## src/design/adc_regs_pkg.sv

```systemverilog
`default_nettype none

package adc_regs_pkg;

  // gain word field width, fixed by the byte layout
  parameter int vmag_mag_w = 5;

  // adc control byte as written at the adc control address
  typedef struct packed {
    logic adc_reset;  // bit 7
    logic sen;        // bit 6, serial enable, active low at the adc
    logic spare;      // bit 5, ignored
    logic sdata;      // bit 4, serial data to adc
    logic dfs;        // bit 3, data format select
    logic oe_n;       // bit 2, inverted onto the oe pin
    logic shift;      // bit 1, sample sdout on this write
    logic sclk;       // bit 0, serial clock level
  } adc_ctrl_bits_s;

  // gain byte as written at the vmag address
  typedef struct packed {
    logic [7-vmag_mag_w:0] spare;  // upper bits unused
    logic [vmag_mag_w-1:0] mag;    // magnitude code
  } vmag_word_s;

  // one write byte, two decodes depending on target address
  typedef union packed {
    adc_ctrl_bits_s ctrl;
    vmag_word_s     vmag;
  } reg_wdata_u;

  // levels actually driven onto the adc config pins
  typedef struct packed {
    logic adc_reset;
    logic sen;
    logic sdata;
    logic dfs;
    logic oe;
    logic sclk;
  } adc_pins_s;

  // serial port idle, outputs enabled, adc out of reset
  parameter adc_pins_s adc_pins_reset = '{
    adc_reset: 1'b0,
    sen:       1'b1,
    sdata:     1'b0,
    dfs:       1'b0,
    oe:        1'b1,
    sclk:      1'b1
  };

endpackage : adc_regs_pkg

`default_nettype wire

```

## src/design/usb_bus_pkg.sv

```systemverilog
`default_nettype none

package usb_bus_pkg;

  // host side byte bus
  parameter int usb_addr_w = 8;   // full host address
  parameter int reg_addr_w = 6;   // register bus only sees low bits
  parameter int reg_data_w = 8;   // byte wide both ways

  // register address map
  parameter logic [reg_addr_w-1:0] adc_ctrl_addr  = 6'd60;  // adc bit-bang + readback
  parameter logic [reg_addr_w-1:0] vmag_ctrl_addr = 6'd61;  // amplifier gain word

endpackage : usb_bus_pkg

`default_nettype wire

```

## src/design/reg_bus_if.sv

```systemverilog
`timescale 1ns/1ps
`default_nettype none

interface reg_bus_if;
  import usb_bus_pkg::*;

  logic [reg_addr_w-1:0] reg_address;   // latched low address bits
  logic [reg_data_w-1:0] reg_datai;     // write data from host
  logic [reg_data_w-1:0] reg_datao;     // read data back to host
  logic                  reg_read;      // level, whole host read strobe
  logic                  reg_write;     // level, whole host write strobe
  logic                  reg_addrvalid; // cen active and address latched

  // front end side
  modport host (
    output reg_address, reg_datai, reg_read, reg_write, reg_addrvalid,
    input  reg_datao
  );

  // register block side
  modport target (
    input  reg_address, reg_datai, reg_read, reg_write, reg_addrvalid,
    output reg_datao
  );

endinterface : reg_bus_if

`default_nettype wire

```

## src/design/husky_adc_top.sv

```systemverilog
`timescale 1ns/1ps
`default_nettype none

module husky_adc_top #(
  parameter int vmag_width = 5  // amp gain bits actually wired out
) (
  input  logic                               clk_usb,
  input  logic                               reset_i,
  // host byte bus
  input  logic [usb_bus_pkg::usb_addr_w-1:0] usb_addr,
  input  logic [usb_bus_pkg::reg_data_w-1:0] usb_din,
  output logic [usb_bus_pkg::reg_data_w-1:0] usb_dout,
  output logic                               usb_isout,
  input  logic                               usb_cen_n,
  input  logic                               usb_alen_n,
  input  logic                               usb_rdn,
  input  logic                               usb_wrn,
  // adc config port
  output logic                               adc_reset,
  output logic                               adc_sen,
  output logic                               adc_sdata,
  output logic                               adc_dfs,
  output logic                               adc_oe,
  output logic                               adc_sclk,
  input  logic                               adc_ovr_sdout,
  // amplifier gain
  output logic [vmag_width-1:0]              vmag_d
);

  reg_bus_if i_reg_bus ();  // front end to register block

  // host strobes in, level register bus out
  usb_reg_fe i_usb_reg_fe (
    .clk_usb    (clk_usb),
    .reset_i    (reset_i),
    .usb_addr   (usb_addr),
    .usb_din    (usb_din),
    .usb_dout   (usb_dout),
    .usb_isout  (usb_isout),
    .usb_cen_n  (usb_cen_n),
    .usb_alen_n (usb_alen_n),
    .usb_rdn    (usb_rdn),
    .usb_wrn    (usb_wrn),
    .bus        (i_reg_bus.host)
  );

  // adc bit-bang and gain registers
  reg_husky_adc #(
    .vmag_width (vmag_width)
  ) i_reg_husky_adc (
    .clk_usb       (clk_usb),
    .reset_i       (reset_i),
    .bus           (i_reg_bus.target),
    .adc_reset     (adc_reset),
    .adc_sen       (adc_sen),
    .adc_sdata     (adc_sdata),
    .adc_dfs       (adc_dfs),
    .adc_oe        (adc_oe),
    .adc_sclk      (adc_sclk),
    .adc_ovr_sdout (adc_ovr_sdout),
    .vmag_d        (vmag_d)
  );

endmodule : husky_adc_top

`default_nettype wire

```

## src/design/reg_husky_adc.sv

```systemverilog
`timescale 1ns/1ps
`default_nettype none

// bit-bang port for an ADS4128 style adc config interface plus amp gain
//
// every fresh write at the adc control address copies the byte onto the pins
// with the shift bit set, that same write also samples sdout into a byte
// that reads back at the same address. a serial read of the adc is then
// a run of writes 01,02,01,02... with sclk toggling, then one host read
module reg_husky_adc #(
  parameter int vmag_width = 5  // 1..5, gain byte only has 5 magnitude bits
) (
  input  logic                  clk_usb,
  input  logic                  reset_i,
  reg_bus_if.target             bus,
  output logic                  adc_reset,
  output logic                  adc_sen,
  output logic                  adc_sdata,
  output logic                  adc_dfs,
  output logic                  adc_oe,
  output logic                  adc_sclk,
  input  logic                  adc_ovr_sdout,
  output logic [vmag_width-1:0] vmag_d
);
  import usb_bus_pkg::*;
  import adc_regs_pkg::*;

  reg_wdata_u            wdata;         // write byte, decoded per address
  adc_pins_s             pins;          // pin levels
  logic [reg_data_w-1:0] shift_byte;    // sdout samples, newest in bit 0
  logic [reg_data_w-1:0] vmag_ext;      // gain word zero extended for reads
  logic [reg_data_w-1:0] datao_reg;     // read mux output, registered
  logic                  datao_valid;   // last cycle hit a mapped address
  logic                  reg_write_r;   // for the write edge
  logic                  write_rise;
  logic                  hit_adc;
  logic                  hit_vmag;

  assign wdata      = bus.reg_datai;
  assign write_rise = bus.reg_write & ~reg_write_r;  // one action per host strobe
  assign hit_adc    = (bus.reg_address == adc_ctrl_addr);
  assign hit_vmag   = (bus.reg_address == vmag_ctrl_addr);

  // pins straight out of the struct
  assign adc_reset = pins.adc_reset;
  assign adc_sen   = pins.sen;
  assign adc_sdata = pins.sdata;
  assign adc_dfs   = pins.dfs;
  assign adc_oe    = pins.oe;
  assign adc_sclk  = pins.sclk;

  always_ff @(posedge clk_usb) begin
    if (reset_i) begin
      reg_write_r <= 1'b0;
    end else begin
      reg_write_r <= bus.reg_write;
    end
  end

  // adc bit-bang, pins and readback shifter
  always_ff @(posedge clk_usb) begin
    if (reset_i) begin
      pins       <= adc_pins_reset;
      shift_byte <= '0;
    end else if (write_rise && hit_adc) begin
      pins.adc_reset <= wdata.ctrl.adc_reset;
      pins.sen       <= wdata.ctrl.sen;
      pins.sdata     <= wdata.ctrl.sdata;
      pins.dfs       <= wdata.ctrl.dfs;
      pins.oe        <= ~wdata.ctrl.oe_n;  // byte carries it inverted
      pins.sclk      <= wdata.ctrl.sclk;
      if (wdata.ctrl.shift) begin
        shift_byte <= {shift_byte[reg_data_w-2:0], adc_ovr_sdout};  // msb first
      end
    end
  end

  // gain word, loads for the whole strobe
  // reloading the same byte each cycle is harmless
  always_ff @(posedge clk_usb) begin
    if (reset_i) begin
      vmag_d <= '0;
    end else if (bus.reg_write && hit_vmag) begin
      vmag_d <= wdata.vmag.mag[vmag_width-1:0];
    end
  end

  assign vmag_ext = {{(reg_data_w - vmag_width){1'b0}}, vmag_d};

  // read side, data is zero unless the address was mapped last cycle
  always_ff @(posedge clk_usb) begin
    if (reset_i) begin
      datao_valid <= 1'b0;
    end else begin
      datao_valid <= bus.reg_addrvalid & (hit_adc | hit_vmag);
    end
  end

  always_ff @(posedge clk_usb) begin
    if (bus.reg_read) begin
      if (hit_adc) begin
        datao_reg <= shift_byte;
      end else if (hit_vmag) begin
        datao_reg <= vmag_ext;
      end else begin
        datao_reg <= '0;  // unmapped
      end
    end
  end

  assign bus.reg_datao = datao_valid ? datao_reg : '0;

endmodule : reg_husky_adc

`default_nettype wire

```

## src/design/usb_reg_fe.sv

```systemverilog
`timescale 1ns/1ps
`default_nettype none

module usb_reg_fe (
  input  logic                              clk_usb,
  input  logic                              reset_i,
  input  logic [usb_bus_pkg::usb_addr_w-1:0] usb_addr,
  input  logic [usb_bus_pkg::reg_data_w-1:0] usb_din,
  output logic [usb_bus_pkg::reg_data_w-1:0] usb_dout,
  output logic                              usb_isout,
  input  logic                              usb_cen_n,
  input  logic                              usb_alen_n,
  input  logic                              usb_rdn,
  input  logic                              usb_wrn,
  reg_bus_if.host                           bus
);
  import usb_bus_pkg::*;

  logic                  cen_r;      // registered host strobes, active low
  logic                  wrn_r;
  logic                  rdn_r;
  logic [reg_data_w-1:0] din_r;      // write byte, aligned with wrn_r
  logic                  addr_seen;  // address phase done in this cen window
  logic                  rd_d;       // reg_read one cycle late
  logic                  addr_phase;
  logic                  rd_capture;

  // address phase needs both alen and cen low
  assign addr_phase = ~usb_alen_n & ~usb_cen_n;

  // second cycle of reg_read, register block output is valid by now
  assign rd_capture = bus.reg_read & rd_d & ~usb_isout;

  // first stage, host strobes idle high
  always_ff @(posedge clk_usb) begin
    if (reset_i) begin
      cen_r <= 1'b1;
      wrn_r <= 1'b1;
      rdn_r <= 1'b1;
    end else begin
      cen_r <= usb_cen_n;
      wrn_r <= usb_wrn;
      rdn_r <= usb_rdn;
    end
  end

  always_ff @(posedge clk_usb) begin
    din_r <= usb_din;  // no reset, qualified by wrn_r downstream
  end

  // address latch, only low bits go onto the register bus
  always_ff @(posedge clk_usb) begin
    if (addr_phase) begin
      bus.reg_address <= usb_addr[reg_addr_w-1:0];
    end
  end

  // valid from the address phase until cen goes back high
  always_ff @(posedge clk_usb) begin
    if (reset_i) begin
      addr_seen         <= 1'b0;
      bus.reg_addrvalid <= 1'b0;
    end else begin
      if (addr_phase) begin
        addr_seen <= 1'b1;
      end else if (cen_r) begin
        addr_seen <= 1'b0;  // chip deselected, forget address
      end
      bus.reg_addrvalid <= addr_seen & ~cen_r;
    end
  end

  // level strobes, one cycle behind the sampled pins
  // no edge detect here, the register block does that
  always_ff @(posedge clk_usb) begin
    if (reset_i) begin
      bus.reg_write <= 1'b0;
      bus.reg_read  <= 1'b0;
      rd_d          <= 1'b0;
    end else begin
      bus.reg_write <= ~wrn_r & ~cen_r;
      bus.reg_read  <= ~rdn_r & ~cen_r;
      rd_d          <= bus.reg_read;
    end
  end

  // write data follows the strobe
  always_ff @(posedge clk_usb) begin
    if (~wrn_r) begin
      bus.reg_datai <= din_r;
    end
  end

  // read return, capture once then hold until the host lets go of rdn
  always_ff @(posedge clk_usb) begin
    if (reset_i) begin
      usb_isout <= 1'b0;
    end else if (rdn_r) begin
      usb_isout <= 1'b0;  // strobe gone, release the bus
    end else if (rd_capture) begin
      usb_isout <= 1'b1;
    end
  end

  always_ff @(posedge clk_usb) begin
    if (rd_capture) begin
      usb_dout <= bus.reg_datao;  // held for rest of the strobe
    end
  end

endmodule : usb_reg_fe

`default_nettype wire

```

## config.mk

```make
export PLATFORM = sky130hd
export DESIGN_NAME = husky_adc_top
export DESIGN_NICKNAME = d
export VERILOG_FILES = /design/src/design/adc_regs_pkg.sv /design/src/design/usb_bus_pkg.sv /design/src/design/reg_bus_if.sv /design/src/design/husky_adc_top.sv /design/src/design/reg_husky_adc.sv /design/src/design/usb_reg_fe.sv
export SDC_FILE = /design/constraint.sdc
export NUM_CORES = 1
export LEC_CHECK = 0
export BUFFER_PORTS_ARGS = -buffer_cell sky130_fd_sc_hd__buf_2
export CAP_MARGIN = 15
export CORE_MARGIN = 2
export CORE_UTILIZATION = 54
export DETAILED_ROUTE_END_ITERATION = 8
export PLACE_DENSITY = 0.78
export SLEW_MARGIN = 20
export SYNTH_ARGS = -nofsm -noshare
export SYNTH_HDL_FRONTEND = slang
export SYNTH_HIERARCHICAL = 1
export SYNTH_SLANG_ARGS = --single-unit
```

## constraint.sdc

```tcl
create_clock -name clk_usb -period 1.85 [get_ports clk_usb]
set_input_delay 0.0925 -clock clk_usb [delete_from_list [all_inputs] [get_ports clk_usb]]
set_output_delay 0.0925 -clock clk_usb [all_outputs]
set_load 0.02 [all_outputs]
```

=== Yosys cells after proc, flatten, opt, wreduce, memory -nomap -nowiden ===
Cells that the tools add are included.

* Register bits after elaboration: 68
* Input bits: 23
* Word-level logic and storage cells: 52

* Eq/ne operators: 2
* Mux-type cells: 4
* Bitwise gates (word level): 17
* Reduce and logical (&&, ||, !) cells: 5

{| class="wikitable"
|+ Operators with widths
! operator !! count
|-
| 6-bit equality test, second input constant || 2
|-
| 1-bit bitwise AND || 8
|-
| 8-bit 2-to-1 mux || 1
|-
| 1-bit NOT || 8
|-
| 5-bit 2-to-1 mux || 1
|-
| 1-bit logical AND || 2
|-
| 1-bit 2-to-1 mux || 2
|-
| 2-bit AND reduction || 1
|-
| 2-bit nonzero test || 1
|-
| 2-bit OR reduction || 1
|-
| 1-bit OR || 1
|}

=== Logic depth before layout (Yosys ltp) ===
Gate-level depths: netlist of the first run.

* Depth after elaboration: 4
* Gate-level depth with buffers: 5

=== By module ===
The synthesis of the first run kept the hierarchy.

{| class="wikitable"
|+ By module, submodules not included
! module !! instances !! cells each !! area an instance (µm²) !! seq. area each (µm²)
|-
| reg_husky_adc || 1 || 116 || 1276.2 || 660.6
|-
| usb_reg_fe || 1 || 56 || 1097.3 || 1001.0
|}

=== Least setup slack after synthesis of the first run ===
OpenSTA, ideal clock, no wires.

* Kind: flip-flop to flip-flop
* From: register i_usb_reg_fe.bus.reg_read
* To: register i_usb_reg_fe/usb_dout[0] (netlist name) (enable)
* Data arrival time: 0.955 ns
* Setup slack: 0.524 ns
* Stages on the path, launching flop included: 3
* Path buffers: 0
* Clock period less this slack: 1.326 ns
* Cell sequence: dfxtp_1 > nand2_1 > nor2_1

* Cells in the longest elaborated chain, start to end: 2

{| class="wikitable"
|+ Ends and longest elaborated chain
! item !! RTL line !! RTL
|-
| start, declared || reg_bus_if.sv:16 || <nowiki>output reg_address, reg_datai, reg_read, reg_write, reg_addrvalid,</nowiki>
|-
| start signal, assigned || usb_reg_fe.sv:82 || <nowiki>bus.reg_read <= ~rdn_r & ~cen_r;</nowiki>
|-
| 1-bit bitwise AND (2 in series) || usb_reg_fe.sv:32 || <nowiki>assign rd_capture = bus.reg_read & rd_d & ~usb_isout;</nowiki>
|-
| net i_usb_reg_fe.rd_capture || usb_reg_fe.sv:26 || <nowiki>logic rd_capture;</nowiki>
|-
| end signal, assigned || usb_reg_fe.sv:107 || <nowiki>usb_dout <= bus.reg_datao;</nowiki>
|-
| end, declared || usb_reg_fe.sv:9 || <nowiki>output logic [usb_bus_pkg::reg_data_w-1:0] usb_dout,</nowiki>
|}

The timed path passes the listed nets, and every way through them passes these cells.
A chain may end at the register's enable or synchronous reset.

=== Worst setup path in the final report of the first run ===
* From: register i_usb_reg_fe.bus.reg_address[1]
* To: register i_reg_husky_adc.shift_byte[1]

* Cells in the longest elaborated chain, start to end: 3

{| class="wikitable"
|+ Ends and longest elaborated chain
! item !! RTL line !! RTL
|-
| start, declared || reg_bus_if.sv:16 ||
|-
| start signal, assigned || usb_reg_fe.sv:54 || <nowiki>bus.reg_address <= usb_addr[reg_addr_w-1:0];</nowiki>
|-
| 6-bit equality test || reg_husky_adc.sv:41 || <nowiki>assign hit_adc = (bus.reg_address == adc_ctrl_addr);</nowiki>
|-
| 1-bit logical AND || reg_husky_adc.sv:65 || <nowiki>end else if (write_rise && hit_adc) begin</nowiki>
|-
| 2-bit AND reduction (no line) || - ||
|-
| end signal, assigned || reg_husky_adc.sv:73 || <nowiki>shift_byte <= {shift_byte[reg_data_w-2:0], adc_ovr_sdout};</nowiki>
|-
| end, declared || reg_husky_adc.sv:30 || <nowiki>logic [reg_data_w-1:0] shift_byte;</nowiki>
|}

No other way between the ends.

==> metrics, run 1 <==
outcome finished clean; DRC Markers 0; Core Box Area just over 4000 sq um; CP Buf/Inv Count 0; Tcrit/Tclk final 0.7994; RR Startpoint i_usb_reg_fe/bus.reg_address[1]$_DFFE_PP_; yosys synthesis warning count 6; Via density 5.088; # setup viols final 0; hold endpoint i_reg_husky_adc/shift_byte[0]$_SDFFE_PP0P_; slew margin rel. 0.5807; Nets 253; clk_lat worst skew 0.33 ns; fin crit period about 1.5 ns; root buf cell clkbuf_8; die area between 4000 and 5000 sq um; CTS Hold Bufs 16; Max VDD drop 0.0006761 V; Pre-antenna DRT Iters 4; Initial Utilization 0.5726; crit path DAT between 1.5 and 2 ns; crit-path max FO 8; clock buffer depth 2; DRT Wirelength 4.120 mm; Post-Syn Area per Cell roughly 14 sq um; r2r worst-path depth 3; GP Congestion 0.7834; r2r endpoint i_reg_husky_adc/shift_byte[1]$_SDFFE_PP0P_; H-tree depth 3; Max Clk Rate approximately 680 MHz; first-pass GRT wire length between 6 and 7 mm; category of the critical setup timing path register to register; ANT cells 0; fraction of final layout cells sized beyond drive strength 1 0.2340; worst stage delay on the critical path roughly 0.43 ns; clk sink count 66; Die Span Y 69.60 microns; TritonCTS clock tree built; Cell Area, Synth roughly 2300 sq um; Post-CTS Resized 0; DR vias 1,450; Cell Rows 23; wire per inst approximately 14 microns; CP required 2.09 ns; Worst-path clk slew 0.06 ns; Final Util 0.7043; PwrDens ~920 nW/um^2; post-DP HPWL just under 3 mm; Final ANT Viol Nets 0; Post-Synthesis Cells 170; Hold Violations, Final 0; LEAKAGE between 0.001 and 0.0015 uW; RSZ-0062 raised after global routing no; Post-CTS Setup Repair Bufs 0; worst slew pin tran between 0.6 and 0.7 ns; Clock Skews ~0.0081 ns; total global routing overflow 0; slowest CP cell edfxtp_1; max cap viols 0; Cells on Worst Hold Path 3; TritonCTS Buffers 9; antenna violations before repair 0; R2R Setup Slk between 0.3 and 0.4 ns; # fillers around 300; Hold Crit Start adc_ovr_sdout; crit path from i_usb_reg_fe/bus.reg_address[1]$_DFFE_PP_; Critical Path, Cell by Cell and4bb_2, and3_4, mux2i_1; worst min path class primary input to register; area delta synth->final 22.99%; Top-Level Pins between 40 and 50; sum of negative setup slack 0 ns; die width 69.60 microns; crit path launch type register; I/O Buffers 39; GRT Overall Usage 0.1855; Max Slew Vio Count 0; pin count of the biggest net entering global routing 37; cell family with most CP delay simple AND/OR/NAND/NOR gates; Mapped Nets ~190; CP Capture Type register; number of global-route vias before repair 1,578; Initial DRC Count 67; WP depth 3
-- metal layers --
metal / global-route usage / wire, microns
met3: 0.05233 / 199
met4: 0.1307 / 65
met1: 0.1797 / 1584
met2: 0.3344 / 2271
met5: 0 / 0
-- layout make-up --
class | count | area (sq um) | share of cell area
clock buffers | 15 | 146.4 | 0.05123
clock inverters | 1 | 5.005 | 0.001751
inverters | 2 | 7.507 | 0.002627
multi-input cells | 94 | 654.4 | 0.2290
flip-flops and latches | 66 | 1612 | 0.5639
well taps | 50 | 62.56 | 0.02189
repair buffers | 57 | 370.4 | 0.1296
-- where the power goes --
group | switching, uW | internal (uW)
Combinational | 40.4 | 55.7
Sequential | 18.0 | 1550
Clock | 464 | 488
Total | 522 | 2100
-- metrics by stage --
stage                     std cells  power (uW)  instance area, sq um  hold slack [ns]  setup slack, ns
after floorplan                 170        1639                  2323           0.1202           0.5244
after detailed placement        253        1673                  2546           0.1961           0.3764
after global routing            285        2739                  2858          0.03559           0.3218
final                           285        2619                  2858          0.04715           0.3711
after global placement          253        1665                  2546           0.1959           0.4836
after CTS                       285        2653                  2858          0.02698           0.3634
-- cell usage in the layout (no fill, tap or decap), types with 2 or more instances in the layout --
master and n:
a211o_1 3, a21oi_1 4, and2_1 8, and3_1 2, buf_2 39, buf_4 2, clkbuf_1 6, clkbuf_8 9
dfxtp_1 37, dlygate4sd3_1 16, edfxtp_1 29, inv_1 2, mux2i_1 18, nand2_1 3, nand2b_1 20, nand3_1 3
nor2_1 7, nor2b_1 2, nor3_1 4, nor3b_1 4, o21ai_0 3, or2_1 5
-- how the worst max path moves through the flow --
stage | end | slack, ns
after floorplan | i_usb_reg_fe/usb_dout[0]$_DFFE_PP_ | 0.52
after global placement | i_reg_husky_adc/shift_byte[2]$_SDFFE_PP0P_ | 0.48
after detailed placement | i_reg_husky_adc/shift_byte[1]$_SDFFE_PP0P_ | 0.38
after CTS | i_reg_husky_adc/shift_byte[1]$_SDFFE_PP0P_ | 0.36
after global routing | i_reg_husky_adc/shift_byte[1]$_SDFFE_PP0P_ | 0.32
final | i_reg_husky_adc/shift_byte[1]$_SDFFE_PP0P_ | 0.37
-- worst min-delay path, stage by stage --
cell	delay (ns)
buf_2	0.09
nand2b_1	0.06
mux2i_1	0.07
No activity file was read; power rests on OpenSTA's default activity.
==> run 2: changes to the inputs <==
==> constraint.sdc (replaced) <==
create_clock -name clk_usb -period 1.55 [get_ports clk_usb]
set_input_delay 0.0775 -clock clk_usb [delete_from_list [all_inputs] [get_ports clk_usb]]
set_output_delay 0.0775 -clock clk_usb [all_outputs]
set_load 0.02 [all_outputs]
==> run 2 against run 1 <==
Effect of this change:
- combinational power is 21% higher
- power is 31% higher
- critical path depth stayed put
- clock power is 51% higher
- largest cell class unchanged
- sequential share of layout area is 1.4 points lower
- final area is 2.6% higher
- sequential cell count stayed put
- register-to-register slack worse by 0.25 ns
- first-iteration DRC count is 7.5% higher
- largest power group unchanged
- global-route usage is 0.32 points higher
- worst setup slack worse by 0.25 ns
- clock skew hardly changed
- highest routed layer unchanged
==> metrics, run 2 (synthesis gave the netlist of run 1 again) <==
outcome finished clean; # setup viols final 0 (unchanged); TritonCTS Buffers 9 (unchanged); DRC Markers 0 (unchanged); Finished Cell Area 2933 sq um (+2.6%); Core Box Area 4058 sq um (unchanged); # fillers 269 (-9.7%); root buf cell clkbuf_8; Post-CTS Resized 0 (unchanged); fin crit period 1.426 ns (-0.05261 ns); Max VDD drop 0.0008487 V (+26%); pin count of the biggest net entering global routing 37 (unchanged); antenna violations before repair 0 (unchanged); Final ANT Viol Nets 0 (unchanged); cell family with most CP delay simple AND/OR/NAND/NOR gates; Max Slew Vio Count 0 (unchanged); PwrDens 1171 nW/um^2 (+28%); category of the critical setup timing path register to register; Hold Violations, Final 0 (unchanged); slowest CP cell edfxtp_1; worst stage delay on the critical path 0.43 ns (about the same); CP Buf/Inv Count 0 (unchanged); area delta synth->final 26.22%; post-DP HPWL 2.733 mm (-5.6%); Clock Skews 0.007800 ns (-0.0003153 ns); Max Clk Rate 701.1 MHz (+3.7%); GRT Overall Usage 0.1886 (+0.003176); sum of negative setup slack 0 ns (unchanged); number of global-route vias before repair 1,567 (-0.70%); crit path launch type register; CP Capture Type register; Initial Utilization 0.5726 (unchanged); die area 4843 sq um (unchanged); RSZ-0062 raised after global routing no; clk sink count 66 (unchanged); clk_lat worst skew 0.32 ns (about the same); CP required 1.79 ns (-0.30 ns); most common cell after layout, fill and taps aside buf_2; worst slew pin tran 0.5039 ns (-0.1228 ns); DRT Wirelength 4.244 mm (+3.0%); Pre-antenna DRT Iters 4 (unchanged); crit path DAT 1.67 ns (-0.04 ns); ANT cells 0 (unchanged); Initial DRC Count 72 (+7.5%); Via density 5.038 (-0.97%); Placement Setup Slack 0.1554 ns (-0.2210 ns); I/O Buffers 39 (unchanged); placed cell area 2561 sq um (+0.59%); total global routing overflow 0 (unchanged); H-tree depth 3 (unchanged); Top-Level Pins 43 (unchanged); slew margin rel. 0.6641 (+0.08339); commonest non-fill, non-tap cells in the layout 39 x buf_2, 37 x dfxtp_1, 29 x edfxtp_1, 20 x nand2b_1, 18 x mux2i_1; Cell Rows 23 (unchanged); Nets 255 (+0.79%); GP Congestion 0.8233 (+5.1%); clock buffer depth 2 (unchanged); final setup slack of the worst path 0.1238 ns (-0.2474 ns); die width 69.60 microns (unchanged); Worst-path clk slew 0.06 ns (about the same); LEAKAGE 0.001112 uW (+4.1%); TritonCTS clock tree built; Die Span Y 69.60 microns (unchanged); first-pass GRT wire length 6.796 mm (+0.82%); Critical Path, Cell by Cell and4bb_2, and3_4, mux2i_1; Tcrit/Tclk final 0.9202 (+0.1208); DR vias 1,446 (-0.28%); worst min path class primary input to register; fraction of final layout cells sized beyond drive strength 1 0.2574 (+0.02334); crit-path max FO 8 (unchanged); max cap viols 0 (unchanged); wire per inst 14.79 microns (+2.3%)
run 2: tightest hold or removal path, delay by kind of cell:
family        cells  cell delay [ns]
mux               1             0.06
buf+inv           1             0.09
simple gates      1             0.06
run 2: power breakdown:
group	total (uW)	leakage [uW]	internal (uW)	switching (uW)
Combinational	116	0.000436	66.6	49.2
Sequential	1870	0.000568	1850	21.1
Clock	1440	0.000108	857	587
run 2: area by class of cell:
class                           count  area [sq um]  share of cell area
Inverter                            2         7.507            0.002560
Clock buffer                       16         211.5             0.07210
Multi-Input combinational cell     94         654.4              0.2231
Sequential cell                    66          1612              0.5495
Timing Repair Buffer               59         385.4              0.1314
Tap cell                           50         62.56             0.02133
run 2: worst paths after layout:
kind	depth (start not counted)	slack (ns)	from	end
setup / recovery	3	0.12	i_usb_reg_fe/bus.reg_address[1]$_DFFE_PP_	i_reg_husky_adc/shift_byte[1]$_SDFFE_PP0P_
hold / removal	3	0.03	adc_ovr_sdout	i_reg_husky_adc/shift_byte[0]$_SDFFE_PP0P_
setup reg to reg	3	0.12	i_usb_reg_fe/bus.reg_address[1]$_DFFE_PP_	i_reg_husky_adc/shift_byte[1]$_SDFFE_PP0P_
hold reg to reg	0	0.40	i_usb_reg_fe/din_r[3]$_DFF_P_	i_usb_reg_fe/bus.reg_datai[3]$_DFFE_PN_
run 2: timing repair:
item / CTS / global route
endpoints found under the setup margin: 0 / 0
buffers inserted: 0 / 0
hold buffers: 16 / 0
hold endpoints to repair: 16 / 0
run 2: metrics by stage:
stage                     hold slack, ns  total power, uW  cells  utilization
after global routing             0.01263             3539    287       0.7228
final                            0.02875             3434    287       0.7228
after detailed placement          0.1821             1994    255       0.6312
after floorplan                   0.1052             1956    170            -
after global placement            0.1808             1988    255       0.6312
after CTS                        0.01307             3449    287       0.7228
run 2: layer usage:
metal	wire length [microns]	track usage
met3	178	0.05233
met1	1681	0.1818
met5	0	0
met2	2298	0.3429
met4	86	0.1307
==> run 3: changes to the inputs <==
==> constraint.sdc (replaced) <==
create_clock -name clk_usb -period 1.6 [get_ports clk_usb]
set_input_delay 0.08 -clock clk_usb [delete_from_list [all_inputs] [get_ports clk_usb]]
set_output_delay 0.08 -clock clk_usb [all_outputs]
set_load 0.02 [all_outputs]
==> run 3 against run 2 <==
Effect of this change:
- sequential cell count unchanged
- worst setup slack better by 0.043 ns
- global-route usage up 0.21 points
- die area unchanged
- via count up 3.3%
- critical path type unchanged
- largest power group unchanged
- highest routed layer unchanged
==> metrics, run 3 (synthesis gave the netlist of run 1 again) <==
CP Capture Type register; root buf cell clkbuf_8; worst min path class primary input to register; register area 1612 sq um (unchanged); GRT Overall Usage 0.1908 (+0.002123); clock buffer depth 2 (unchanged); GP Congestion 0.8030 (-2.5%); worst slew pin tran 0.6471 ns (+0.1433 ns); Cells after DPL 254 (-0.39%); area delta synth->final 25.04%; TritonCTS Buffers 9 (unchanged); crit path launch type register; most common cell after layout, fill and taps aside buf_2; crit-path max FO 8 (unchanged); Core Box Area 4058 sq um (unchanged); Initial Utilization 0.5726 (unchanged); die width 69.60 microns (unchanged); DRC Markers 0 (unchanged); Via density 5.224 (+3.7%); Pre-antenna DRT Iters 4 (unchanged); commonest non-fill, non-tap cells in the layout 39 x buf_2, 37 x dfxtp_1, 29 x edfxtp_1, 20 x nand2b_1, 18 x mux2i_1; LEAKAGE 0.001099 uW (-1.2%); # setup viols final 0 (unchanged); clk_lat worst skew 0.33 ns (about the same); DRT Wirelength 4.123 mm (-2.9%); area of the multi-input gates 654.4 sq um (unchanged); H-tree depth 3 (unchanged); Worst-path clk slew 0.06 ns (about the same); die area 4843 sq um (unchanged); Max Slew Vio Count 0 (unchanged); Post-CTS Resized 0 (unchanged); sum of negative setup slack 0 ns (unchanged); Max VDD drop 0.0008620 V (+1.6%); Tcrit/Tclk final 0.8956 (-0.02460); Top-Level Pins 43 (unchanged); wire per inst 14.42 microns (-2.5%); DR vias 1,494 (+3.3%); Critical Path, Cell by Cell and4bb_2, and3_4, mux2i_1; Layout Cells excl Fill 286 (-0.35%); Final ANT Viol Nets 0 (unchanged); cell family with most CP delay simple AND/OR/NAND/NOR gates; # fillers 285 (+5.9%); RSZ-0062 raised after global routing no; worst stage delay on the critical path 0.44 ns (about the same); CP Buf/Inv Count 0 (unchanged); Power Total 3209 uW (-6.5%); Max Clk Rate 697.9 MHz (-0.46%); slew margin rel. 0.5670 (-0.09711); Initial DRC Count 87 (+21%); number of global-route vias before repair 1,581 (+0.89%); crit path from i_usb_reg_fe/bus.reg_address[1]$_DFFE_PP_; fin crit period 1.433 ns (+0.006650 ns); slowest CP cell edfxtp_1; total global routing overflow 0 (unchanged); RR Startpoint i_usb_reg_fe/bus.reg_address[1]$_DFFE_PP_; first-pass GRT wire length 6.989 mm (+2.8%); Hold Crit Start adc_ovr_sdout; CP required 1.86 ns (+0.07 ns); outcome finished clean; pin count of the biggest net entering global routing 37 (unchanged); Die Span Y 69.60 microns (unchanged); max cap viols 0 (unchanged); Nets 254 (-0.39%); ANT cells 0 (unchanged); TritonCTS clock tree built; Final Util 0.7160 (-0.006784); antenna violations before repair 0 (unchanged); crit path DAT 1.69 ns (+0.02 ns); I/O Buffers 39 (unchanged); Clock Skews 0.006094 ns (-0.001706 ns); post-DP HPWL 2.655 mm (-2.8%); fraction of final layout cells sized beyond drive strength 1 0.2542 (-0.003147); Cell Rows 23 (unchanged); PwrDens 1105 nW/um^2 (-5.7%); clk sink count 66 (unchanged); Hold Violations, Final 0 (unchanged); category of the critical setup timing path register to register
==> run 3: changes by cell type in the layout (fill, tap and decap cells not counted), sizes merged <==
cell	previous run	this run
buf	43	42
clkbuf	16	14
clkinv	0	2
==> run 3: routing by layer <==
layer | vias to the layer above | global-route usage | routed length [microns]
met2 | 47 | 0.3237 | 2169
li1 | 714 | - | -
met5 | - | 0 | 0
met4 | 0 | 0.1503 | 160
met1 | 716 | 0.2000 | 1591
met3 | 17 | 0.04797 | 202
==> run 3: cell type report <==
| cell class | count | share of cell area |
|---|---|---|
| well taps | 50 | 0.02153 |
| inverters | 2 | 0.002584 |
| repair buffers | 58 | 0.1301 |
| multi-input cells | 94 | 0.2252 |
| clock buffers | 14 | 0.06288 |
| flip-flops and latches | 66 | 0.5547 |
| clock inverters | 2 | 0.003015 |
==> run 3: timing repair <==
item,4_1_cts,5_1_grt
hold buffers,16,0
buffers inserted,0,0
setup endpoints to repair,0,0
endpoints found under the hold margin,16,0
==> run 3: tightest hold or removal path, delay by kind of cell <==
family / cells / cell delay, ns
mux: 1 / 0.06
buf+inv: 1 / 0.10
simple gates: 1 / 0.06
==> run 3: path summary, 6_finish.rpt <==
check | endpoint | slack, ns | depth (start not counted)
max | i_reg_husky_adc/shift_byte[7]$_SDFFE_PP0P_ | 0.17 | 3
min | i_reg_husky_adc/shift_byte[0]$_SDFFE_PP0P_ | 0.02 | 3
max reg2reg | i_reg_husky_adc/shift_byte[7]$_SDFFE_PP0P_ | 0.17 | 3
min reg2reg | i_usb_reg_fe/bus.reg_datai[1]$_DFFE_PN_ | 0.40 | 0
==> run 3: where the power goes <==
part	total, uW	switching (uW)	internal (uW)
sequential	1820	20.8	1800
clock	1280	556	725
combinational	111	46.9	64.5
total	3210	624	2590
==> run 3: metrics by stage <==
step	instance area, sq um	hold WS [ns]	setup slack, ns
after global placement	2554	0.1833	0.2419
after detailed placement	2554	0.1839	0.2004
after global routing	2905	0.003530	0.08436
final	2905	0.01600	0.1671
after CTS	2905	0.0003325	0.1805
after floorplan	2323	0.1077	0.2744
